**config.mk**
```make
export PLATFORM = sky130hd
export DESIGN_NAME = prf
export DESIGN_NICKNAME = d
export VERILOG_FILES = /design/src/hdl/core_types_pkg.sv /design/src/hdl/prf.sv
export SDC_FILE = /design/constraint.sdc
export NUM_CORES = 2
export LEC_CHECK = 0
export BUFFER_PORTS_ARGS = -buffer_cell sky130_fd_sc_hd__buf_2
export CORE_MARGIN = 5
export CORE_UTILIZATION = 53
export CTS_CLUSTER_DIAMETER = 60
export DETAILED_ROUTE_END_ITERATION = 8
export GPL_TIMING_DRIVEN = 0
export PLACE_DENSITY = 0.71
export SETUP_SLACK_MARGIN = 0.5
export SYNTH_ARGS = -nofsm -noshare
export SYNTH_HDL_FRONTEND = slang
export SYNTH_SLANG_ARGS = --single-unit
```
**constraint.sdc**
```tcl
create_clock -name CLK -period 4.2 [get_ports CLK]
set_input_delay 0.42 -clock CLK [delete_from_list [all_inputs] [get_ports CLK]]
set_output_delay 0.42 -clock CLK [all_outputs]
set_load 0.02 [all_outputs]
```
**src/hdl/core_types_pkg.sv**
```systemverilog
// core types for the reg-immediate ALU issue slice
// widths, the I-type opcode encoding and the structs passed between blocks

package core_types_pkg;

    // ------------------------------------------------------------------------
    // widths

    localparam int PR_COUNT = 64;
    localparam int LOG_PR_COUNT = 6;
    localparam int PRF_BANK_COUNT = 4;
    localparam int LOG_PRF_BANK_COUNT = 2;
    localparam int LOG_ROB_ENTRIES = 6;
    localparam int XLEN = 32;

    // ------------------------------------------------------------------------
    // opcode: {SRAI select, funct3}

    typedef enum logic [3:0] {
        ADDI  = 4'b0000,
        SLLI  = 4'b0001,
        SLTI  = 4'b0010,
        SLTIU = 4'b0011,
        XORI  = 4'b0100,
        SRLI  = 4'b0101,
        ORI   = 4'b0110,
        ANDI  = 4'b0111,
        SRAI  = 4'b1101
    } alu_imm_op_t;

    // ------------------------------------------------------------------------
    // structs

    // one renamed op as it enters the queue
    typedef struct packed {
        alu_imm_op_t                op;
        logic [11:0]                imm12;
        logic [LOG_PR_COUNT-1:0]    A_PR;
        logic                       A_ready;
        logic                       A_is_zero;
        logic [LOG_PR_COUNT-1:0]    dest_PR;
        logic [LOG_ROB_ENTRIES-1:0] ROB_index;
    } iq_enq_t;

    // writeback bus, one lane per PRF bank
    typedef struct packed {
        logic [PRF_BANK_COUNT-1:0]                                      valid;
        logic [PRF_BANK_COUNT-1:0][LOG_PR_COUNT-LOG_PRF_BANK_COUNT-1:0] upper_PR;
        logic [PRF_BANK_COUNT-1:0][XLEN-1:0]                            data;
    } wb_bus_t;

    // issue payload from queue to execute
    typedef struct packed {
        alu_imm_op_t                    op;
        logic [11:0]                    imm12;
        logic                           A_forward;
        logic                           A_is_zero;
        logic [LOG_PRF_BANK_COUNT-1:0]  A_bank;
        logic [LOG_PR_COUNT-1:0]        dest_PR;
        logic [LOG_ROB_ENTRIES-1:0]     ROB_index;
    } issue_t;

    typedef struct packed {
        logic [LOG_PR_COUNT-1:0]    dest_PR;
        logic [LOG_ROB_ENTRIES-1:0] ROB_index;
        logic [XLEN-1:0]            data;
    } alu_result_t;

endpackage

```
**src/hdl/prf.sv**
```systemverilog
// banked physical register file
// each bank captures its writeback lane, one combinational read port

module prf #(
    parameter int PR_COUNT = 64
) (
    input  logic                                CLK,
    input  logic                                nRST,
    input  core_types_pkg::wb_bus_t             wb,
    input  logic [$clog2(PR_COUNT)-1:0]         rd_PR,
    output logic [core_types_pkg::XLEN-1:0]     rd_data
);

    localparam int BANKS = core_types_pkg::PRF_BANK_COUNT;
    localparam int LOG_BANKS = core_types_pkg::LOG_PRF_BANK_COUNT;
    localparam int ROWS = PR_COUNT / BANKS;
    localparam int LOG_PR = $clog2(PR_COUNT);

    logic [BANKS-1:0][ROWS-1:0][core_types_pkg::XLEN-1:0] regs;

    logic [LOG_BANKS-1:0]           rd_bank;
    logic [LOG_PR-LOG_BANKS-1:0]    rd_row;

    // ------------------------------------------------------------------------
    // write side

    // one write per bank per cycle, no conflicts between lanes
    always_ff @(posedge CLK) begin
        if (!nRST) begin
            regs <= '0;
        end else begin
            for (int b = 0; b < BANKS; b++) begin
                if (wb.valid[b]) begin
                    regs[b][wb.upper_PR[b]] <= wb.data[b];
                end
            end
        end
    end

    // ------------------------------------------------------------------------
    // read side

    // low PR bits pick the bank
    assign rd_bank = rd_PR[LOG_BANKS-1:0];
    assign rd_row = rd_PR[LOG_PR-1:LOG_BANKS];

    assign rd_data = regs[rd_bank][rd_row];

endmodule

```
Yosys cells after proc, flatten, opt, wreduce, memory -nomap -nowiden
Index checks and enable logic that the tools add are counted.
{"block": "totals", "ff_bits": 2048, "in_bits": 156, "out_inout_bits": 32, "wordCells": 94}
{"block": "classes", "n_lt_le_gt_ge": 10, "mux": 16, "n_reduce_logical": 4}
{"operator": "$bwmux 512", "count": 4}
{"operator": "$bmux 512 s2", "count": 1}
{"operator": "$demux 32 s4", "count": 4}
{"operator": "$mux 512", "count": 1}
{"operator": "$mux 32", "count": 5}
{"operator": "$bmux 32 s4", "count": 1}
{"operator": "$lt 4x5->1 const B", "count": 5}
{"operator": "$ge 4x1->1 const B", "count": 4}
{"operator": "$logic_and 1x1->1", "count": 4}
{"operator": "$lt 2x3->1 const B", "count": 1}

Logic depth before layout (Yosys ltp)
{"block": "logic_depth", "depth_word": 5, "ltp_mapped": 11, "mapped_depth_nobuf": 5}

Least setup slack after synthesis
OpenSTA, ideal clock, no wires.
{"block": "synth_path", "path_kind": "input port to output port", "from": "in rd_PR[1]", "to": "out rd_data[10] (netlist name)", "arrival_ns": 2.487, "required_time_ns": 3.780, "path_slack_ns": 1.293, "path_stages": 8, "n_path_buf": 4, "cell_sequence": "buf_2 buf_2 buf_4 clkbuf_1 mux4_2 mux4_2 a22oi_1 nand3_1"}
{"block": "synth_via", "elab_chain_cells": 4}
{"item": "start: declaration", "line": "prf.sv:10", "text": "input logic [$clog2(PR_COUNT)-1:0] rd_PR,"}
{"item": "$bmux 512 s2", "line": "prf.sv:47", "text": "assign rd_data = regs[rd_bank][rd_row];"}
{"item": "$mux 512 (implied by the code)", "line": "prf.sv:47"}
{"item": "$bmux 32 s4", "line": "prf.sv:47"}
{"item": "$mux 32 (implied by the code)", "line": "prf.sv:47"}
{"item": "end: declaration", "line": "prf.sv:11", "text": "output logic [core_types_pkg::XLEN-1:0] rd_data"}
Every way passes these cells. The select of a mux whose other input is x is not followed.

Worst setup path in the final report
{"block": "layout_path", "from": "in rd_PR[1]", "to": "out rd_data[1] (netlist name)"}
Same word-level chain as after synthesis.

==> results.md <==
- Outcome: finished, violations left
- Failing checks: capacitance limit, slew limit
- Clock Skew: 0 ns
- Buf+Inv Stages, Crit Path: 7
- Synth cell types: 36
- CP Cell Sequence: buf_4 > buf_6 > buf_16 > buf_16 > buf_8 > buf_8 > a211oi_1 > a31oi_2 > a221o_1 > buf_2
- Maximum clock frequency: around 260 MHz
- Via density: 6.52
- Comb pwr share: 10.3%
- RePlAce Congestion: 1.11
- Placeable Area: 0.174 sq mm
- First-pass GRT wire length: 639000 microns
- IO buf count: between 50 and 60
- Die width: ~430 microns
- Final Critical Period: 3.88 ns
- I/O pins: 188
- TritonCTS clock tree: built
- H-tree levels: 4
- Power Dens Cells: approximately 410 mW/mm^2
- CTS buffer count: 215
- Clk pwr share: 44.6%
- Worst r2r src: regs[672]
- Reg2reg path depth: 2
- Register share of total power: 45.1%
- Max Cap Violations: 4
- Area Overhead vs Synth: 14.5%
- Reg2reg end: regs[672]
- Crit-path leading delay family: buffers and inverters
- Detailed Route WL: 476000 microns
- Critical Path Sink: rd_data[1]
- Max VDD drop: 409 uV
- Vias in the first global route: 81500
- Syn. warnings: 0
- Layout Nets: around 11000
- Crit path DAT: around 3.5 ns
- RSZ-0062 raised after global routing: yes
- Clk slew on worst S/H paths: 0.07 ns
- Final Max Tran Viols: 23
- Post-synth top area cell: dfxtp_1
- R2R setup slack: 3.41 ns
- Logic depth of the worst path, buffers included: 10
- Least-Margin Pin Slew: 1.60 ns
- CP peak stage delay: 0.51 ns
- Root buf cell: clkbuf_16
- Startpoint Class: primary input
- Global route overflow: 0
- Period utilisation layout: 92.3%
- Post-synthesis cell area: around 0.092 sq mm
- Pint: 0.0319 W
- Die Height: 428 microns
- GRT Util Overall: 50.8%
- P_leak: 34.2 nW
- Final Setup Violations: 0
- CP startpoint: rd_PR[1]
- Cell Rows: 153
- Worst path slowest cell: a31oi_2
- Largest register by flop count: regs
- Die area: 0.183 sq mm
- Finished Cell Area: approximately 0.11 sq mm
- Crit Path Class: in -> out
- Later-pin clock latency in the skew report: 0.88 ns
- Post-DP Area: 0.0958 sq mm
- Net switching power: ~0.012 W
- Starting DRT DRC Count: 12200
- TritonRoute pass-1 iters: 9
- Syn Inst Count: around 10000
- Worst setup EP type: output port
- Worst EP required: 3.78 ns
- Drt drc: 0
- Initial antenna violation count: 53
- ANT nets after route: 0
- Top post-synthesis cells by area: dfxtp_1 44%, nand2_1 17%, a21boi_0 17%
- Via total after detailed routing: 86500
- Largest fanout on the critical path: 12
- HP Class: in -> reg
- Seq/Total Area, Yosys: between 40% and 50%
- CTS Buffer Depth: 3
- Final number of hold-violating endpoints: 0
- Biggest regs: regs x2048
- Synthesized flop and latch total: 2048
- Top-area cell type share of the netlist area: between 40 and 50%
- Sw Share: around 27%
- Avg Cell Area, Syn: 8.94 sq um
- Largest net degree at the start of global routing: 17
- Post-DP HPWL: 364000 microns
- Mapped Nets: around 10000
- Drt wl/cell: 35.9 microns
- Max FFs per register: between 2000 and 2500
- Max-slew headroom: -6.80%
- Fin util: 61.0%
- Share of cells above drive strength 1: between 10% and 20%
- Initial Util: 53.3%
- Clk sinks: ~2000
-- cell families (layout without fill, tap and decap cells) --
kind of cell           count (synthesis)  in the layout  share of synthesized area [%]
muxes                                682            682                           15.3
and+or+nand+nor                     4389           4389                           18.1
other                                  0             52                              0
DFF                                 2048           2048                           44.3
buffers and inverters               1048           1606                           4.64
AOI/OAI and AO/OA                   2173           2173                           17.6
-- metrics by stage --
stage | total power [W] | setup TNS, ns | hold WS (ns) | worst slack (ns) | cells
after floorplan | 0.0221 | 0 | 0.440 | 1.29 | 10300
after global placement | 0.0240 | -59.88 | 0.447 | -2.90 | 12700
after detailed placement | 0.0241 | -39.71 | 0.454 | -1.87 | 12700
after CTS | 0.0432 | 0 | 0.00106 | 0.454 | 13200
after global routing | 0.0444 | 0 | 0.0410 | 0.462 | 13200
final | 0.0439 | 0 | 0.0431 | 0.325 | 13300
-- power groups by stage --
stage                     clock network [W]  logic [W]  registers, W
final                                0.0196    0.00451        0.0198
after global routing                 0.0202    0.00440        0.0198
after CTS                            0.0193    0.00410        0.0198
after detailed placement                  0    0.00388        0.0202
after global placement                    0    0.00383        0.0202
after floorplan                           0    0.00188        0.0202
-- cell usage in the layout (no fill, tap or decap), types with 7 or more instances in the layout --
cell type / n
a211oi_1: 7
a211oi_2: 8
a21boi_0: 2048
a21oi_1: 18
a22oi_1: 22
a22oi_2: 16
buf_12: 48
buf_16: 25
buf_2: 58
buf_4: 84
buf_6: 34
buf_8: 24
bufinv_16: 8
clkbuf_1: 926
clkbuf_16: 219
clkbuf_2: 12
clkbuf_8: 62
clkinv_2: 43
dfxtp_1: 2048
diode_2: 52
dlygate4sd3_1: 34
inv_6: 10
mux2_2: 26
mux2i_1: 69
mux4_2: 584
nand2_1: 4199
nand2b_1: 10
nand3_1: 23
nor2_1: 61
nor2b_1: 35
nor3_1: 11
nor3_2: 12
nor3b_1: 8
o211ai_1: 23
-- worst min-delay path, cell delays in order --
cell and delay, ns:
clkbuf_1 0.27, nand2_1 0.13, a21boi_0 0.07
-- how the worst min path moves through the flow --
stage,to,start,slack (ns),cells after the start
after CTS,regs[1435],wb[91],0.001,3
final,regs[1495],wb[87],0.04,3
after global routing,regs[1435],wb[91],0.04,3
after global placement,regs[908],regs[908],0.45,2
after detailed placement,regs[1213],regs[1213],0.45,2
after floorplan,regs[1026],regs[1026],0.44,2
-- per-layer routing --
metal / share of wire (%) / routed length [microns] / GRT usage [%] / vias up
met2: 42 / 201000 / 74.0 / 6755
met4: 11 / 54600 / 48.5 / 20
li1: - / - / - / 35500
met5: 0.027 / 127 / 0 / -
met3: 13 / 61400 / 18.1 / 1975
met1: 33 / 159000 / 57.4 / 42300
-- cells in the mapped netlist, drive strengths merged --
cell	n
a311oi	1
a211oi	21
nor2b	35
nand3b	2
or2	6
nor3	24
o31ai	3
nand2b	10
mux2	26
o21ai	4
and2	3
mux4	584
and3b	2
nand2	4201
and3	4
clkbuf	904
buf	144
a221o	3
o211ai	23
a21boi	2048
nor2	65
mux2i	72
nor3b	8
a31oi	1
nand3	25
a22oi	38
a21oi	26
o2111ai	1
a22o	2
dfxtp	2048
a211o	2
or3b	4
-- cell type report --
class,instances,area (sq um)
fillers,15100,67800
clock buffers,320,6370
multi-input cells,7244,47600
clock inverters,67,667
well taps,2325,2910
plain buffers,1048,5710
diodes,52,130
flip-flops and latches,2048,41000
repair buffers,171,1530
-- repair_timing --
item | 4_1_cts | 5_1_grt
setup endpoints to repair | 32 | 31
gates cloned | 0 | 2
endpoints found under the hold margin | 156 | 0
gates resized for setup | 393 | 55
buffers inserted | 17 | 54
pin swaps | 12 | 7
hold buffers | 34 | 0
No activity file was read; power rests on OpenSTA's default activity.
