`config.mk`:
```
export PLATFORM = sky130hd
export DESIGN_NAME = alu_imm_exec
export DESIGN_NICKNAME = d
export VERILOG_FILES = /design/src/hdl/core_types_pkg.sv /design/src/hdl/alu_imm_exec.sv
export SDC_FILE = /design/constraint.sdc
export NUM_CORES = 1
export LEC_CHECK = 0
export ABC_AREA = 1
export BUFFER_PORTS_ARGS = -buffer_cell sky130_fd_sc_hd__buf_2
export CORE_UTILIZATION = 50
export DETAILED_ROUTE_END_ITERATION = 8
export HOLD_SLACK_MARGIN = 0.12
export PLACE_DENSITY_LB_ADDON = 0.1
export SLEW_MARGIN = 40
export SYNTH_ARGS = -nofsm -noshare
export SYNTH_HDL_FRONTEND = slang
export SYNTH_SLANG_ARGS = --single-unit
```
`constraint.sdc`:
```
create_clock -name CLK -period 3.9 [get_ports CLK]
set_input_delay 0.585 -clock CLK [delete_from_list [all_inputs] [get_ports CLK]]
set_output_delay 0.585 -clock CLK [all_outputs]
set_load 0.01 [all_outputs]
```
`src/hdl/core_types_pkg.sv`:
```
// core types for the reg-immediate ALU issue slice
// widths, the I-type opcode encoding and the structs passed between blocks

package core_types_pkg;

    // ------------------------------------------------------------------------
    // widths

    localparam int PR_COUNT = 64;
    localparam int LOG_PR_COUNT = 6;
    localparam int PRF_BANK_COUNT = 4;
    localparam int LOG_PRF_BANK_COUNT = 2;
    localparam int LOG_ROB_ENTRIES = 6;
    localparam int XLEN = 32;

    // ------------------------------------------------------------------------
    // opcode: {SRAI select, funct3}

    typedef enum logic [3:0] {
        ADDI  = 4'b0000,
        SLLI  = 4'b0001,
        SLTI  = 4'b0010,
        SLTIU = 4'b0011,
        XORI  = 4'b0100,
        SRLI  = 4'b0101,
        ORI   = 4'b0110,
        ANDI  = 4'b0111,
        SRAI  = 4'b1101
    } alu_imm_op_t;

    // ------------------------------------------------------------------------
    // structs

    // one renamed op as it enters the queue
    typedef struct packed {
        alu_imm_op_t                op;
        logic [11:0]                imm12;
        logic [LOG_PR_COUNT-1:0]    A_PR;
        logic                       A_ready;
        logic                       A_is_zero;
        logic [LOG_PR_COUNT-1:0]    dest_PR;
        logic [LOG_ROB_ENTRIES-1:0] ROB_index;
    } iq_enq_t;

    // writeback bus, one lane per PRF bank
    typedef struct packed {
        logic [PRF_BANK_COUNT-1:0]                                      valid;
        logic [PRF_BANK_COUNT-1:0][LOG_PR_COUNT-LOG_PRF_BANK_COUNT-1:0] upper_PR;
        logic [PRF_BANK_COUNT-1:0][XLEN-1:0]                            data;
    } wb_bus_t;

    // issue payload from queue to execute
    typedef struct packed {
        alu_imm_op_t                    op;
        logic [11:0]                    imm12;
        logic                           A_forward;
        logic                           A_is_zero;
        logic [LOG_PRF_BANK_COUNT-1:0]  A_bank;
        logic [LOG_PR_COUNT-1:0]        dest_PR;
        logic [LOG_ROB_ENTRIES-1:0]     ROB_index;
    } issue_t;

    typedef struct packed {
        logic [LOG_PR_COUNT-1:0]    dest_PR;
        logic [LOG_ROB_ENTRIES-1:0] ROB_index;
        logic [XLEN-1:0]            data;
    } alu_result_t;

endpackage

```
`src/hdl/alu_imm_exec.sv`:
```
// execute stage for reg-immediate ops
// picks the operand at issue, registers it, computes the I-type result

module alu_imm_exec (
    input  logic                                CLK,
    input  logic                                nRST,
    input  logic                                issue_valid,
    input  core_types_pkg::issue_t              issue,
    input  core_types_pkg::wb_bus_t             wb,
    input  logic [core_types_pkg::XLEN-1:0]     prf_rd_data,
    output logic                                result_valid,
    output core_types_pkg::alu_result_t         result
);

    localparam int XLEN = core_types_pkg::XLEN;

    logic [XLEN-1:0] operand;

    // stage registers
    logic                                       valid_q;
    core_types_pkg::alu_imm_op_t                op_q;
    logic [11:0]                                imm12_q;
    logic [XLEN-1:0]                            operand_q;
    logic [core_types_pkg::LOG_PR_COUNT-1:0]    dest_PR_q;
    logic [core_types_pkg::LOG_ROB_ENTRIES-1:0] ROB_index_q;

    logic [XLEN-1:0]    imm_sext;
    logic [4:0]         shamt;
    logic [XLEN-1:0]    alu_out;

    // ------------------------------------------------------------------------
    // operand select in the issue cycle

    always_comb begin
        if (issue.A_is_zero) begin
            operand = '0;
        end else if (issue.A_forward) begin
            operand = wb.data[issue.A_bank];
        end else begin
            operand = prf_rd_data;
        end
    end

    always_ff @(posedge CLK) begin
        if (!nRST) begin
            valid_q <= 1'b0;
        end else begin
            valid_q <= issue_valid;
        end
    end

    always_ff @(posedge CLK) begin
        op_q <= issue.op;
        imm12_q <= issue.imm12;
        operand_q <= operand;
        dest_PR_q <= issue.dest_PR;
        ROB_index_q <= issue.ROB_index;
    end

    // ------------------------------------------------------------------------
    // ALU

    assign imm_sext = {{(XLEN-12){imm12_q[11]}}, imm12_q};
    assign shamt = imm12_q[4:0];

    always_comb begin
        case (op_q)
            core_types_pkg::ADDI:  alu_out = operand_q + imm_sext;
            core_types_pkg::SLTI:  alu_out = {{(XLEN-1){1'b0}}, $signed(operand_q) < $signed(imm_sext)};
            core_types_pkg::SLTIU: alu_out = {{(XLEN-1){1'b0}}, operand_q < imm_sext};
            core_types_pkg::XORI:  alu_out = operand_q ^ imm_sext;
            core_types_pkg::ORI:   alu_out = operand_q | imm_sext;
            core_types_pkg::ANDI:  alu_out = operand_q & imm_sext;
            core_types_pkg::SLLI:  alu_out = operand_q << shamt;
            core_types_pkg::SRLI:  alu_out = operand_q >> shamt;
            core_types_pkg::SRAI:  alu_out = $unsigned($signed(operand_q) >>> shamt);
            default:               alu_out = '0;
        endcase
    end

    assign result_valid = valid_q;
    assign result.dest_PR = dest_PR_q;
    assign result.ROB_index = ROB_index_q;
    assign result.data = alu_out;

endmodule

```
; Word level (Yosys, flattened, before mapping)
; Index checks and enable logic that the tools add are counted.
; W data, S select, Z words.
[totals]
ff_bits = 61
inputBits = 215
out_inout_bits = 45
word_cells = 29
[classes]
n_addsub = 1
magnitude_cmp = 3
n_eq_ne = 8
shift = 3
n_mux = 4
bitwise_logic = 3
reduce_logical = 1
[op_table]
columns = op, count
row1 = $pmux W32 S9, 1
row2 = $bmux W32 S2, 1
row3 = $mux W32, 2
row4 = $add A32 B32 Y32, 1
row5 = $and A32 B32 Y32, 1
row6 = $lt A32 B12 Y1, 1
row7 = $lt A32 B32 Y1, 1
row8 = $or A32 B32 Y32, 1
row9 = $shl A32 B5 Y32, 1
row10 = $shr A32 B5 Y32, 1
row11 = $sshr A32 B5 Y32, 1
row12 = $xor A32 B32 Y32, 1
row13 = $eq A4 B3 Y1 const B, 4
row14 = $eq A4 B2 Y1 const B, 2
row15 = $eq A4 B1 Y1 const B, 1
row16 = $eq A4 B4 Y1 const B, 1
row17 = $logic_not A4 Y1, 1
row18 = $lt A2 B3 Y1 const B, 1

; Logic depth before layout (Yosys ltp)
[logic_depth]
word_depth = 3
depth_mapped = 18
ltp_nobuf = 15

; Worst setup path after synthesis
; Ideal clock, no wire load.
[synth_timing]
path_kind = reg-to-output
start = register imm12_q[11]
end = output result[31] (netlist name)
arrival_ps = 2896
required_ps = 3315
path_slack_ps = 419
path_stages_with_launch = 14
path_buffers = 1
cell_sequence = dfxtp_1 -> inv_1 -> ha_1 -> buf_2 -> nand2_1 -> inv_1 -> nand2_1 -> nor3_1 -> nand2_1 -> nand2_1 -> nand2_1 -> nand3_1 -> nand3_1 -> nand2_1
[synth_lines]
columns = item, line_no
row1 = start: declaration, alu_imm_exec.sv:22  ; logic [11:0] imm12_q;
row2 = start signal: assignment, alu_imm_exec.sv:54  ; imm12_q <= issue.imm12;
row3 = end: declaration, alu_imm_exec.sv:12  ; output core_types_pkg::alu_result_t result

==> reports/results.tsv <==
stage	metric	value	unit
status	status	complete, no violations	
placement	placedCellCount	2415	
setup_path	worstPathArrival	3.21	ns
global_routing	grt_remaining_overflow	0	
worst_hold_path	min_delay_path_depth	1	
global_routing	grt_max_degree	74	
power_and_ir_drop	seq_power_share	0.240	
setup_path	cp_data_required_time	3.31	ns
global_routing	first_global_vias	13100	
power_and_ir_drop	static_power_due_to_leakage	6.79	nW
timing	post-route-period-util	0.973	
floorplan	initial_core_util	0.513	
routing	drt_drc_violations_left	0	
synth	syn_area	10800	um^2
power_and_ir_drop	share_of_total_power_in_the_clock_network	0.288	
setup_path	critical-path-slowest-cell	o21ai_1	
final_layout	drive_above_1_share	0.167	
clocking	postCtsResizedCells	0	
synth	synth_enable_flop_cells	0	
floorplan	core-area	21100	um^2
worst_hold_path	min_delay_worst_endpoint	ROB_index_q[5]	
synth	synth_flop_cell	dfxtp_1	
setup_path	crit_path_cell_trace	clkinvlp_4 -> buf_4 -> ha_1 -> nand2_1 -> nor2_1 -> nand2_1 -> o21ai_1 -> nand2_1 -> nand3_1 -> nand3_1 -> buf_2	
global_routing	grt_antenna_before_repair	3	
global_routing	total_routing_usage_reported_by_global_routing	0.422	
synth	postSynthNetCount	2277	
routing	mean_number_of_vias_per_cell	5.93	
placement	routabilityCongestion	1.13	
global_routing	first_pass_grt_wire_length	70900	um
routing	totalWireLength	47200	um
timing	rsz0062_at_grt	false	
final_layout	end_of_flow_core_utilization	0.592	
routing	postRouteAntennaNets	0	
setup_path	crit_path_end_kind	output port	
routing	detailedRoute.firstIterationViolations	1512	
final_layout	flow.area_growth_from_synthesis	15.3	%
timing	maxSlewViolCount	0	
placement	dp_worst_setup_slack	0.620	ns
synth	yosys_warnings	0	
clocking	tritoncts.num_buffers	9	
power_and_ir_drop	power-per-cell-area	245	nW/um^2
final_layout	final_instance_count_without_filler_cells	2434	
worst_hold_path	min_from	issue[5]	
floorplan	die_h	149	um
routing	wl_per_cell	19.4	um
clocking	clk_pin_slew_worst_paths	0.06	ns
power_and_ir_drop	p_sw_frac	0.440	
clocking	clk_path_buf_depth	2	
placement	detailed_place_hpwl	37900	um
synth	ys_seq_elements	61	
power_and_ir_drop	p_sw	1.34	mW
power_and_ir_drop	p_int	1.71	mW
clocking	count_of_hold_buffers_inserted_by_post_cts_repair	0	
routing	routed-via-count	14400	
final_layout	num-nets-final	2464	
synth	asyncSetResetFlopFracSynth	0	
run	max_cap_viol_count	0	
timing	period_needed	3.79	ns
floorplan	io_pins	260	
placement	post_dp_cell_area	12100	um^2
placement	buffer_ports.inserted	239	
worst_hold_path	holdCritPathClass	in2reg	
setup_path	maximum_fanout_count_along_the_critical_path	10	
timing	report.final.setup_viol	0	
timing	max-slew-margin-rel	0.470	
timing	fmax	264	MHz
synth	part_of_the_yosys_area_used_for_sequential_elements	0.113	
synth	netlist.top_cell.by_area	nand2_1	
final_layout	mostFrequentLayoutCell	nand2_1	
setup_path	worst_path_largest_cell_delay	0.49	ns
final_layout	finish.instance_area	12500	um^2
power_and_ir_drop	comb_power_share	0.473	
timing	setup_slack_after_layout	0.106	ns
power_and_ir_drop	vdd_ir_drop_max	0.261	mV
floorplan	dieWidth	149	um
timing	hold_violations	0	
timing	fin_tns_setup	0	ns
clocking	cts_sinks	61	
floorplan	fp.dieArea	22200	um^2
power_and_ir_drop	fin_total_pwr	3.05	mW
clocking	tritoncts	done	
setup_path	crit_path_frequent_cell	nand2_1	
timing	hold-worst-slack	0.331	ns
synth	area_share_of_the_largest_cell_type_after_synthesis	0.171	
clocking	cts_max_level	3	
floorplan	number_of_core_rows	53	
setup_path	timing.setup.critical_path_class	reg2out	
timing	tightestPinTransition	0.794	ns
routing	detail_route.first_pass.iterations	7	
synth	ys_top_cells_by_area	nand2_1 (17%), nand3_1 (16%), dfxtp_1 (11%)	
synth	postSynthCellCount	1964	
final_layout	final_cell_mix	nand2_1 (493), nand3_1 (349), nor2_1 (277)	
setup_path	worst_setup_path_start_kind	flip-flop	
synth	synthesis.area_per_instance	5.51	um^2
clocking	cts_root_buffer	clkbuf_16	
clocking	postCtsSetupRepairBufs	0	
synth	number_of_distinct_standard_cells_referenced_by_the_synthesized_netlist	55	
## cells in the mapped netlist (4+ instances only)
library cell  number
a21oi_1           75
and2_1             9
buf_1             10
buf_2             43
buf_4              5
buf_6              5
clkbuf_1          32
dfxtp_1           61
ha_1              97
inv_1            184
inv_2             12
nand2_1          493
nand2_2           17
nand2_4            6
nand3_1          349
nand3_2            8
nand3b_1           4
nand4_1           17
nor2_1           278
nor2_2             7
nor2_4             4
nor3_1            10
o211ai_1          15
o21a_1             5
o21ai_0          100
o21ai_1           20
o21bai_1           7
o221ai_1           6
o22ai_1           18
o32ai_1           32
## power by group through the flow
stage	sequential, mW	clock [mW]	combinational (mW)
after detailed placement	0.741	0	1.39
after global routing	0.733	0.923	1.58
after floorplan	0.724	0	0.934
final	0.732	0.878	1.44
after CTS	0.727	0.891	1.40
after global placement	0.739	0	1.38
## how the worst max path moves through the flow
| stage | start | to | slack (ns) | cells after the start |
|---|---|---|---|---|
| after floorplan | imm12_q[11] | result[31] | 0.42 | 13 |
| after global routing | imm12_q[11] | result[19] | 0.02 | 13 |
| after CTS | imm12_q[11] | result[15] | 0.24 | 13 |
| after global placement | imm12_q[11] | result[15] | 0.62 | 13 |
| after detailed placement | imm12_q[11] | result[15] | 0.62 | 13 |
| final | imm12_q[11] | result[13] | 0.11 | 11 |
## registers in the layout, indices dropped and copies added, names as in the netlist
register	count
op_q	4
operand_q	32
result_valid	1
imm12_q	12
ROB_index_q	6
dest_PR_q	6
## worst max-delay path: cells and delay by family (launching register included)
| kind | cells | cell delay (ns) |
|---|---|---|
| AO/OA/AOI/OAI | 1 | 0.49 |
| adder cells (fa/ha/maj) | 1 | 0.40 |
| buffers and inverters | 3 | 0.75 |
| flip-flops | 1 | 0.37 |
| AND/OR/NAND/NOR | 6 | 0.85 |
## cell type report
| type | count | area [um^2] |
|---|---|---|
| Antenna cell | 3 | 7.51 |
| Clock buffer | 9 | 225 |
| Clock inverter | 7 | 98.8 |
| Fill cell | 2277 | 8610 |
| Inverter | 198 | 757 |
| Multi-Input combinational cell | 1608 | 8350 |
| Sequential cell | 61 | 1220 |
| Tap cell | 275 | 344 |
| Timing Repair Buffer | 273 | 1470 |
## per-layer routing
layer	global-route usage	wire length [um]	vias to the layer above	part of all wire
li1	-	-	6892	-
met4	0.263	3020	0	0.064
met5	0	0	-	0
met2	0.690	21400	846	0.45
met3	0.0661	5050	168	0.11
met1	0.517	17800	6527	0.38
## kinds of logic (layout without fill, tap and decap cells)
kind of cell | after synthesis | after routing | synth area share
adder cells (fa/ha/maj) | 98 | 98 | 0.114
other | 0 | 3 | 0
flip-flops | 61 | 61 | 0.113
buffers and inverters | 295 | 487 | 0.116
AO/OA/AOI/OAI | 296 | 296 | 0.165
AND/OR/NAND/NOR | 1214 | 1214 | 0.492
Note: power is estimated with default switching activity, not from simulation.
