==> src/hdl/core_types_pkg.sv <==
// core types for the reg-immediate ALU issue slice
// widths, the I-type opcode encoding and the structs passed between blocks

package core_types_pkg;

    // ------------------------------------------------------------------------
    // widths

    localparam int PR_COUNT = 64;
    localparam int LOG_PR_COUNT = 6;
    localparam int PRF_BANK_COUNT = 4;
    localparam int LOG_PRF_BANK_COUNT = 2;
    localparam int LOG_ROB_ENTRIES = 6;
    localparam int XLEN = 32;

    // ------------------------------------------------------------------------
    // opcode: {SRAI select, funct3}

    typedef enum logic [3:0] {
        ADDI  = 4'b0000,
        SLLI  = 4'b0001,
        SLTI  = 4'b0010,
        SLTIU = 4'b0011,
        XORI  = 4'b0100,
        SRLI  = 4'b0101,
        ORI   = 4'b0110,
        ANDI  = 4'b0111,
        SRAI  = 4'b1101
    } alu_imm_op_t;

    // ------------------------------------------------------------------------
    // structs

    // one renamed op as it enters the queue
    typedef struct packed {
        alu_imm_op_t                op;
        logic [11:0]                imm12;
        logic [LOG_PR_COUNT-1:0]    A_PR;
        logic                       A_ready;
        logic                       A_is_zero;
        logic [LOG_PR_COUNT-1:0]    dest_PR;
        logic [LOG_ROB_ENTRIES-1:0] ROB_index;
    } iq_enq_t;

    // writeback bus, one lane per PRF bank
    typedef struct packed {
        logic [PRF_BANK_COUNT-1:0]                                      valid;
        logic [PRF_BANK_COUNT-1:0][LOG_PR_COUNT-LOG_PRF_BANK_COUNT-1:0] upper_PR;
        logic [PRF_BANK_COUNT-1:0][XLEN-1:0]                            data;
    } wb_bus_t;

    // issue payload from queue to execute
    typedef struct packed {
        alu_imm_op_t                    op;
        logic [11:0]                    imm12;
        logic                           A_forward;
        logic                           A_is_zero;
        logic [LOG_PRF_BANK_COUNT-1:0]  A_bank;
        logic [LOG_PR_COUNT-1:0]        dest_PR;
        logic [LOG_ROB_ENTRIES-1:0]     ROB_index;
    } issue_t;

    typedef struct packed {
        logic [LOG_PR_COUNT-1:0]    dest_PR;
        logic [LOG_ROB_ENTRIES-1:0] ROB_index;
        logic [XLEN-1:0]            data;
    } alu_result_t;

endpackage

==> src/hdl/pe_lsb.sv <==
// lowest-index-first priority encoder
// one-hot grant of the lowest request plus a mask of every bit at or above it

module pe_lsb #(
    parameter int WIDTH = 8
) (
    input  logic [WIDTH-1:0] req_vec,
    output logic [WIDTH-1:0] ack_one_hot,
    output logic [WIDTH-1:0] ack_mask
);

    logic seen;

    // running OR from bit 0 up
    always_comb begin
        seen = 1'b0;
        for (int i = 0; i < WIDTH; i++) begin
            seen = seen | req_vec[i];
            ack_mask[i] = seen;
        end
    end

    // grant is where the mask first turns on
    assign ack_one_hot = ack_mask & ~{ack_mask[WIDTH-2:0], 1'b0};

endmodule

==> src/hdl/alu_imm_iq.sv <==
// collapsing issue queue for reg-immediate ALU ops
// wakes entries from the writeback bus, issues the oldest ready one,
// and requests its operand from the PRF unless it is forwarded or zero

module alu_imm_iq #(
    parameter int ALU_IMM_IQ_ENTRIES = 12
) (
    input  logic                                        CLK,
    input  logic                                        nRST,
    input  logic                                        enq_valid,
    input  core_types_pkg::iq_enq_t                     enq,
    output logic                                        enq_ready,
    input  core_types_pkg::wb_bus_t                     wb,
    input  logic                                        issue_ready,
    output logic                                        issue_valid,
    output core_types_pkg::issue_t                      issue,
    output logic                                        prf_req_valid,
    output logic [core_types_pkg::LOG_PR_COUNT-1:0]     prf_req_PR
);

    localparam int N = ALU_IMM_IQ_ENTRIES;
    localparam int LOG_PR = core_types_pkg::LOG_PR_COUNT;
    localparam int LOG_BANKS = core_types_pkg::LOG_PRF_BANK_COUNT;

    // entry storage, index 0 is the oldest
    logic [N-1:0]                           valid_q;
    core_types_pkg::iq_enq_t [N-1:0]        entry_q;
    logic [N-1:0]                           valid_next;
    core_types_pkg::iq_enq_t [N-1:0]        entry_next;

    logic [N-1:0] fwd_by_entry;
    logic [N-1:0] ready_by_entry;
    logic [N-1:0] issue_one_hot;
    logic [N-1:0] issue_mask;

    logic [N-1:0] free_mask;
    logic [N-1:0] enq_pe_one_hot;
    logic [N-1:0] enq_one_hot;

    // neighbours one slot up, used when collapsing
    logic [N-1:0]                       valid_above;
    logic [N-1:0]                       fwd_above;
    logic [N-1:0]                       enq_above;
    core_types_pkg::iq_enq_t [N-1:0]    entry_above;

    core_types_pkg::iq_enq_t enq_woken;

    // true when a lane of the bus writes this PR now
    function automatic logic wb_hit(
        input logic [LOG_PR-1:0]        pr,
        input core_types_pkg::wb_bus_t  bus
    );
        logic [LOG_BANKS-1:0] bank;
        bank = pr[LOG_BANKS-1:0];
        return bus.valid[bank] && (bus.upper_PR[bank] == pr[LOG_PR-1:LOG_BANKS]);
    endfunction

    // ------------------------------------------------------------------------
    // wakeup and select

    always_comb begin
        for (int i = 0; i < N; i++) begin
            fwd_by_entry[i] = wb_hit(entry_q[i].A_PR, wb);
            ready_by_entry[i] = issue_ready && valid_q[i]
                && (fwd_by_entry[i] || entry_q[i].A_ready || entry_q[i].A_is_zero);
        end
    end

    pe_lsb #(.WIDTH(N)) issue_pe (
        .req_vec     (ready_by_entry),
        .ack_one_hot (issue_one_hot),
        .ack_mask    (issue_mask)
    );

    assign issue_valid = |ready_by_entry;

    // one-hot mux of the granted entry
    always_comb begin
        issue = '0;
        prf_req_valid = 1'b0;
        prf_req_PR = '0;
        for (int i = 0; i < N; i++) begin
            if (issue_one_hot[i]) begin
                issue.op = entry_q[i].op;
                issue.imm12 = entry_q[i].imm12;
                issue.A_forward = fwd_by_entry[i];
                issue.A_is_zero = entry_q[i].A_is_zero;
                issue.A_bank = entry_q[i].A_PR[LOG_BANKS-1:0];
                issue.dest_PR = entry_q[i].dest_PR;
                issue.ROB_index = entry_q[i].ROB_index;
                prf_req_valid = !fwd_by_entry[i] && !entry_q[i].A_is_zero;
                prf_req_PR = entry_q[i].A_PR;
            end
        end
    end

    // ------------------------------------------------------------------------
    // enqueue into the lowest free slot

    assign free_mask = ~valid_q;
    assign enq_ready = |free_mask;

    pe_lsb #(.WIDTH(N)) enq_pe (
        .req_vec     (free_mask),
        .ack_one_hot (enq_pe_one_hot),
        .ack_mask    ()
    );

    assign enq_one_hot = enq_pe_one_hot & {N{enq_valid}};

    // a writeback in the enqueue cycle still counts
    always_comb begin
        enq_woken = enq;
        enq_woken.A_ready = enq.A_ready | wb_hit(enq.A_PR, wb);
    end

    // ------------------------------------------------------------------------
    // collapse and next state

    assign valid_above = {1'b0, valid_q[N-1:1]};
    assign fwd_above = {1'b0, fwd_by_entry[N-1:1]};
    assign enq_above = {1'b0, enq_one_hot[N-1:1]};
    assign entry_above = {core_types_pkg::iq_enq_t'('0), entry_q[N-1:1]};

    always_comb begin
        for (int i = 0; i < N; i++) begin
            if (issue_mask[i]) begin
                // slot at or above the issue takes from one up
                if (valid_above[i]) begin
                    valid_next[i] = 1'b1;
                    entry_next[i] = entry_above[i];
                    entry_next[i].A_ready = entry_above[i].A_ready | fwd_above[i];
                end else begin
                    valid_next[i] = enq_above[i];
                    entry_next[i] = enq_woken;
                end
            end else if (valid_q[i]) begin
                valid_next[i] = 1'b1;
                entry_next[i] = entry_q[i];
                entry_next[i].A_ready = entry_q[i].A_ready | fwd_by_entry[i];
            end else begin
                valid_next[i] = enq_one_hot[i];
                entry_next[i] = enq_woken;
            end
        end
    end

    always_ff @(posedge CLK) begin
        if (!nRST) begin
            valid_q <= '0;
        end else begin
            valid_q <= valid_next;
        end
    end

    always_ff @(posedge CLK) begin
        entry_q <= entry_next;
    end

endmodule

==> config.mk <==
export PLATFORM = sky130hd
export DESIGN_NAME = alu_imm_iq
export DESIGN_NICKNAME = d
export VERILOG_FILES = /design/src/hdl/core_types_pkg.sv /design/src/hdl/pe_lsb.sv /design/src/hdl/alu_imm_iq.sv
export SDC_FILE = /design/constraint.sdc
export NUM_CORES = 1
export LEC_CHECK = 0
export ABC_AREA = 1
export BUFFER_PORTS_ARGS = -buffer_cell sky130_fd_sc_hd__buf_2
export CORE_MARGIN = 1.5
export CORE_UTILIZATION = 46
export CTS_CLUSTER_DIAMETER = 30
export DETAILED_ROUTE_END_ITERATION = 8
export PLACE_DENSITY_LB_ADDON = 0.1
export SYNTH_ARGS = -nofsm -noshare
export SYNTH_HDL_FRONTEND = slang
export SYNTH_SLANG_ARGS = --single-unit
==> constraint.sdc <==
create_clock -name CLK -period 4.74 [get_ports CLK]
set_clock_uncertainty 0.15 [all_clocks]
set_input_delay 0.948 -clock CLK [delete_from_list [all_inputs] [get_ports CLK]]
set_output_delay 0.948 -clock CLK [all_outputs]
set_load 0.03 [all_outputs]
# After elaboration in Yosys (flattened, before gate mapping)
# Index checks and enable logic that the tools add are counted.
# word_totals
ff_bits	444
input_bits	188
out_inout_bits	41
word_cells	390
# op_classes
order_cmp	13
eq_ne	14
mux	135
bitwise_logic	42
n_reduce_logical	100
# ops
op	count
36-bit two-way mux	24
32-bit two-way mux	12
4-bit binary-select mux with 2-bit select	13
6-bit two-way mux	12
4-bit equality test	13
4-bit two-way mux	13
1-bit logical AND	49
1-bit two-way mux	48
2-bit by 3-bit less-than comparator with 1-bit output (second input constant)	13
12-bit bitwise AND	3
12-bit NOT	3
1-bit bitwise OR	35
1-bit binary-select mux with 2-bit select	13
1-bit zero test	24
1-bit logical OR	24
12-bit OR reduction	2
2-bit by 1-bit inequality test with 1-bit output (second input constant)	1
2-bit OR reduction	1
1-bit NOT	1

# Logic depth before layout (Yosys ltp)
# logic_depth
word_depth	31
depth_mapped	21
mapped_depth_nobuf	19

# Modules after synthesis
# From an unflattened synthesis, not the netlist that was laid out.
# unflattened
cells_unflattened	3429
area_unflattened_um2	25772.2
# by_module_without_submodules
mod	n_inst	cells_per_inst	area_per_inst_um2
alu_imm_iq	1	3351	25329.3
pe_lsb	2	39	221.5

# Worst setup path before layout
# No wires, ideal clock.
# synth_path
kind	input-to-output
startpoint	in wb[145] in the netlist's numbering
endpoint	out prf_req_PR[1] in the netlist's numbering
arrival_ns	3.307
path_slack_ns	0.335
cell_stages	20
n_path_buf	3
path_cell_list	inv_1 buf_2 a21oi_1 o21ai_0 o21ai_0 nand2_1 nor2_1 nand3_1 nand3_1 nand3_2 nand2_1 nor2_2 nand2_4 nor2_1 inv_2 clkbuf_1 nor2_1 nor2_1 nand4_1 buf_4
# synth_between
elab_chain_cells	19
elab_cells_between_ends	97
# synth_lines
element	line_no	text
from (decl)	alu_imm_iq.sv:13	input core_types_pkg::wb_bus_t wb,
1-bit binary-select mux with 2-bit select	alu_imm_iq.sv:55	return bus.valid[bank] && (bus.upper_PR[bank] == pr[LOG_PR-1:LOG_BANKS]);
1-bit two-way mux (implied by the code)	alu_imm_iq.sv:55	
1-bit logical AND	alu_imm_iq.sv:55	
1-bit logical OR (2 in series)	alu_imm_iq.sv:65	&& (fwd_by_entry[i] || entry_q[i].A_ready || entry_q[i].A_is_zero);
1-bit logical AND	alu_imm_iq.sv:65	
12-bit bitwise AND *	pe_lsb.sv:24	assign ack_one_hot = ack_mask & ~{ack_mask[WIDTH-2:0], 1'b0};
6-bit two-way mux (tied with other cells) (10 in series)	alu_imm_iq.sv:83	if (issue_one_hot[i]) begin
6-bit two-way mux / 12-bit bitwise AND (equally long branches)	alu_imm_iq.sv:83, pe_lsb.sv:24	
6-bit two-way mux *	alu_imm_iq.sv:83	
to (decl)	alu_imm_iq.sv:18	output logic [core_types_pkg::LOG_PR_COUNT-1:0] prf_req_PR
# Every way passes the cells marked *; elsewhere a longest branch is shown, timed or not. The select of a mux whose other input is x is not followed.

==> Implementation_results.wiki <==
{| class="wikitable"
! Metric !! Value
|-
| Minimum hold slack || 440 ps
|-
| Effective utilization at floorplan || 46.8%
|-
| Number of global-route vias before repair || 23533
|-
| Worst stage delay on the critical path || 500 ps
|-
| Slowest-stage cell, CP || edfxtp_1
|-
| Clock tree root buffer cell || clkbuf_16
|-
| Core footprint || 54200 µm²
|-
| Cell Count Post-Placement || 4817
|-
| Combined area of all synthesized cells || 25400 µm²
|-
| Sort of element at the end of the critical path || primary output
|-
| Startpoint type of the worst setup path || register
|-
| Maximum VDD drop || 0.741 mV
|-
| Number of nets in the layout || 4448
|-
| Htree depth || 3
|-
| Commonest cells after routing, fill and taps aside || nand2_1 (1631), o21ai_0 (672), dfxtp_1 (390)
|-
| Worst r2r path cells || 19
|-
| Clock Sinks || 444
|-
| TritonRoute pass-1 iters || 6
|-
| Final Hold Viols || 0
|-
| TritonCTS clock tree || built
|-
| Port Buffer Count || 100
|-
| Clock latency on the worst-skew pair || 650 ps
|-
| First-pass GRT wire length || 129000 µm
|-
| Class of the tightest hold or removal check || reg2reg
|-
| Overflow left after global routing || 0
|-
| Clock buffers created by TritonCTS || 114
|-
| Worst Hold Endpoint || entry_above[82]
|-
| Rel. slew slack || 33.0%
|-
| Setup Viol. Count Final || 28
|-
| Run status || finished, violations left
|-
| Power Dens Cells || 760 nW/µm²
|-
| Count of non-filler cells in the finished layout || 5056
|-
| Number of flops mapped to enable cells by yosys || 35
|-
| Leading register cell type out of synthesis || dfxtp_1
|-
| Worst Hold Path Cells || 4
|-
| Ys async rst share || 0%
|-
| Overall routing resource usage || 28.3%
|-
| DR WL/cell || 16.5 µm
|-
| Vias || 26711
|-
| Data required time at the worst endpoint || 3640 ps
|-
| PnR Total Power || 24.6 mW
|-
| Wire length after detailed routing || 83500 µm
|-
| Data arrival time at the worst-slack endpoint || 3760 ps
|-
| FF/Latch Area || 9260 µm²
|-
| Mean number of vias per cell || 5.28
|-
| Post-Syn Area per Cell || 6.07 µm²
|-
| Ys Warns || 0
|-
| Clock-pin transition on the worst setup and hold timing paths || 40 ps
|-
| Area overhead of the layout relative to synthesis || 27.3%
|-
| Failing checks || setup timing
|-
| Minimum clock period || 4850 ps
|-
| Number of max-slew violations in the final report || 0
|-
| Maximum clock insertion buffer count || 3
|-
| RSZ-0062 raised after global routing || true
|-
| Ratio of cells with drive above 1 in the final layout || 15.2%
|-
| R2r setup slk || 1200 ps
|-
| Number of violations reported at the end of detailed-routing iteration 0 || 2533
|-
| Row count || 85
|-
| Tightest Pin Transition || 1000 ps
|-
| DIE HEIGHT || 238 µm
|-
| Number of top-level design ports || 229
|-
| Die extent in x || 238 µm
|-
| Post-route antenna net violation count || 0
|-
| Setup ws final || -115 ps
|-
| Net count after synthesis || 4370
|-
| Area used by multi-input combinational logic || 14400 µm²
|-
| Global placer's final weighted congestion || 0.898
|-
| Most common library cell in the layout ignoring fill and taps || nand2_1
|-
| Critical R2R Capture || entry_above[263]
|-
| Maximum net fanout on the critical path || 7
|-
| Maximum Capacitance Violations || 0
|-
| Start point of the worst hold path || entry_above[118]
|-
| Leakage power summed over all cells || 15.1 nW
|-
| Final HPWL from detailed placement || 56400 µm
|-
| Source of the worst register-to-register timing path || entry_q[14]
|-
| CP Class || reg2out
|-
| Synthesized instance count || 4182
|-
| Initial antenna violation count || 0
|-
| CP cell instances || buf_6 -> nand2_1 -> nand3_2 -> nand3b_1 -> nand2_1 -> nor2_2 -> nand3_2 -> nand3_2 -> nand2_4 -> nand2_8 -> buf_6 -> nor2_4 -> buf_12 -> clkbuf_16 -> nand3_1 -> nand3_2 -> nor2_1 -> nand3_1 -> nor2_1 -> nand4_1 -> buf_6
|-
| Cell variety after synth || 39
|-
| Final period utilization || 102%
|-
| Most common cell type on the critical path || nand3_2
|-
| Die footprint || 56600 µm²
|-
| Largest net degree at the start of global routing || 76
|-
| ANT cells || 0
|-
| Fraction of the yosys area taken by sequential cells || 36.4%
|-
| DRC violations left || 0
|-
| Number of filler instances in the final layout || 5263
|-
| F_max || 206 MHz
|-
| Total of flip-flops plus latches after synthesis || 444
|}
==> cells by family (layout without fill, tap and decap cells) <==
logic type                count (synthesis)  after routing  synth area share (%)
AOI/OAI and AO/OA                       773            773                  15.6
buffers and inverters                   587            765                  9.37
and+or+nand+nor                        2354           2354                  37.8
muxes                                     2              2                0.0788
DFF                                     444            444                  36.4
xor gates and xnor gates                 22             22                 0.759
==> worst max-delay path by stage <==
stage	start	end	slack, ps	cells past startpoint
2_1_floorplan	wb[145]	prf_req_PR[1]	340	20
3_3_place_gp	wb[147]	issue[9]	-90	21
3_5_place_dp	wb[147]	issue[29]	-90	21
4_1_cts	entry_q[14]	prf_req_PR[1]	-100	21
5_1_grt	entry_q[14]	issue[31]	-270	21
6_report	entry_q[14]	issue[31]	-110	21
==> per-layer routing <==
metal | vias up | global-route usage, % | routed length, µm
met5 | - | 0 | 0
met1 | 11894 | 42.5 | 40400
met4 | 0 | 6.94 | 1380
li1 | 13732 | - | -
met2 | 967 | 42.1 | 35800
met3 | 118 | 4.44 | 5980
==> cell type report <==
type	count	share of cell area, %
multi-input combinational	3151	44.4
tap	696	2.69
clock buffer	145	9.85
inverter	273	3.21
clock inverter	71	3.02
sequential	444	28.6
timing repair buffer	276	8.17
==> synth_stat cells, types with 5 or more instances <==
cell type  instances  area [µm²]
a21oi_1           36         180
a31oi_1            6        37.5
buf_1             20        75.1
buf_2             79         395
buf_4             19         143
clkbuf_1         195         732
clkinv_1           7        26.3
dfxtp_1          409        8190
edfxtp_1          35        1050
inv_1            248         931
inv_2             18        67.6
nand2_1         1651        6200
nand3_1          333        1670
nand3_2            6        60.1
nand3b_1          13        97.6
nand4_1           42         263
nor2_1           251         942
nor3_1            43         215
o211ai_1           6        45.0
o21ai_0          672        3360
o21ai_1            5        25.0
o22ai_1           40         250
xnor2_1            6        52.6
xor2_1            16         140
==> power breakdown <==
part	switching (mW)	leakage, nW	internal, mW
registers	1.15	3.82	5.63
logic	6.24	9.27	3.24
clock network	2.37	2.05	5.93
==> registers in the layout, indices dropped and copies added (netlist names) <==
register	flops
entry_above	396
valid_q	12
entry_q	36
==> timing repair <==
action,4_1_cts,5_1_grt
setup endpoints to repair,39,40
cloned,0,8
gates resized for setup,76,187
pin swaps,10,36
hold endpoints to repair,0,0
buffers inserted,5,10
hold buffers,0,0
==> per-stage QoR <==
| stage | setup TNS (ps) | area (µm²) | utilization (%) | setup WS (ps) |
|---|---|---|---|---|
| 2_1_floorplan | 0 | 25400 | - | 335 |
| 3_3_place_gp | -1260 | 27000 | 49.7 | -88.5 |
| 3_5_place_dp | -1100 | 27000 | 49.7 | -91.7 |
| 4_1_cts | -493 | 31500 | 58.0 | -99.6 |
| 5_1_grt | -8760 | 32300 | 59.6 | -275 |
| 6_report | -1170 | 32300 | 59.6 | -115 |
==> critical path, delay by kind of cell, from the launching register on <==
kind,cells,cell delay [ps]
AND/OR/NAND/NOR,16,1830
flip-flops,1,500
buffers and inverters,5,790
(Power assumes the default switching activity.)
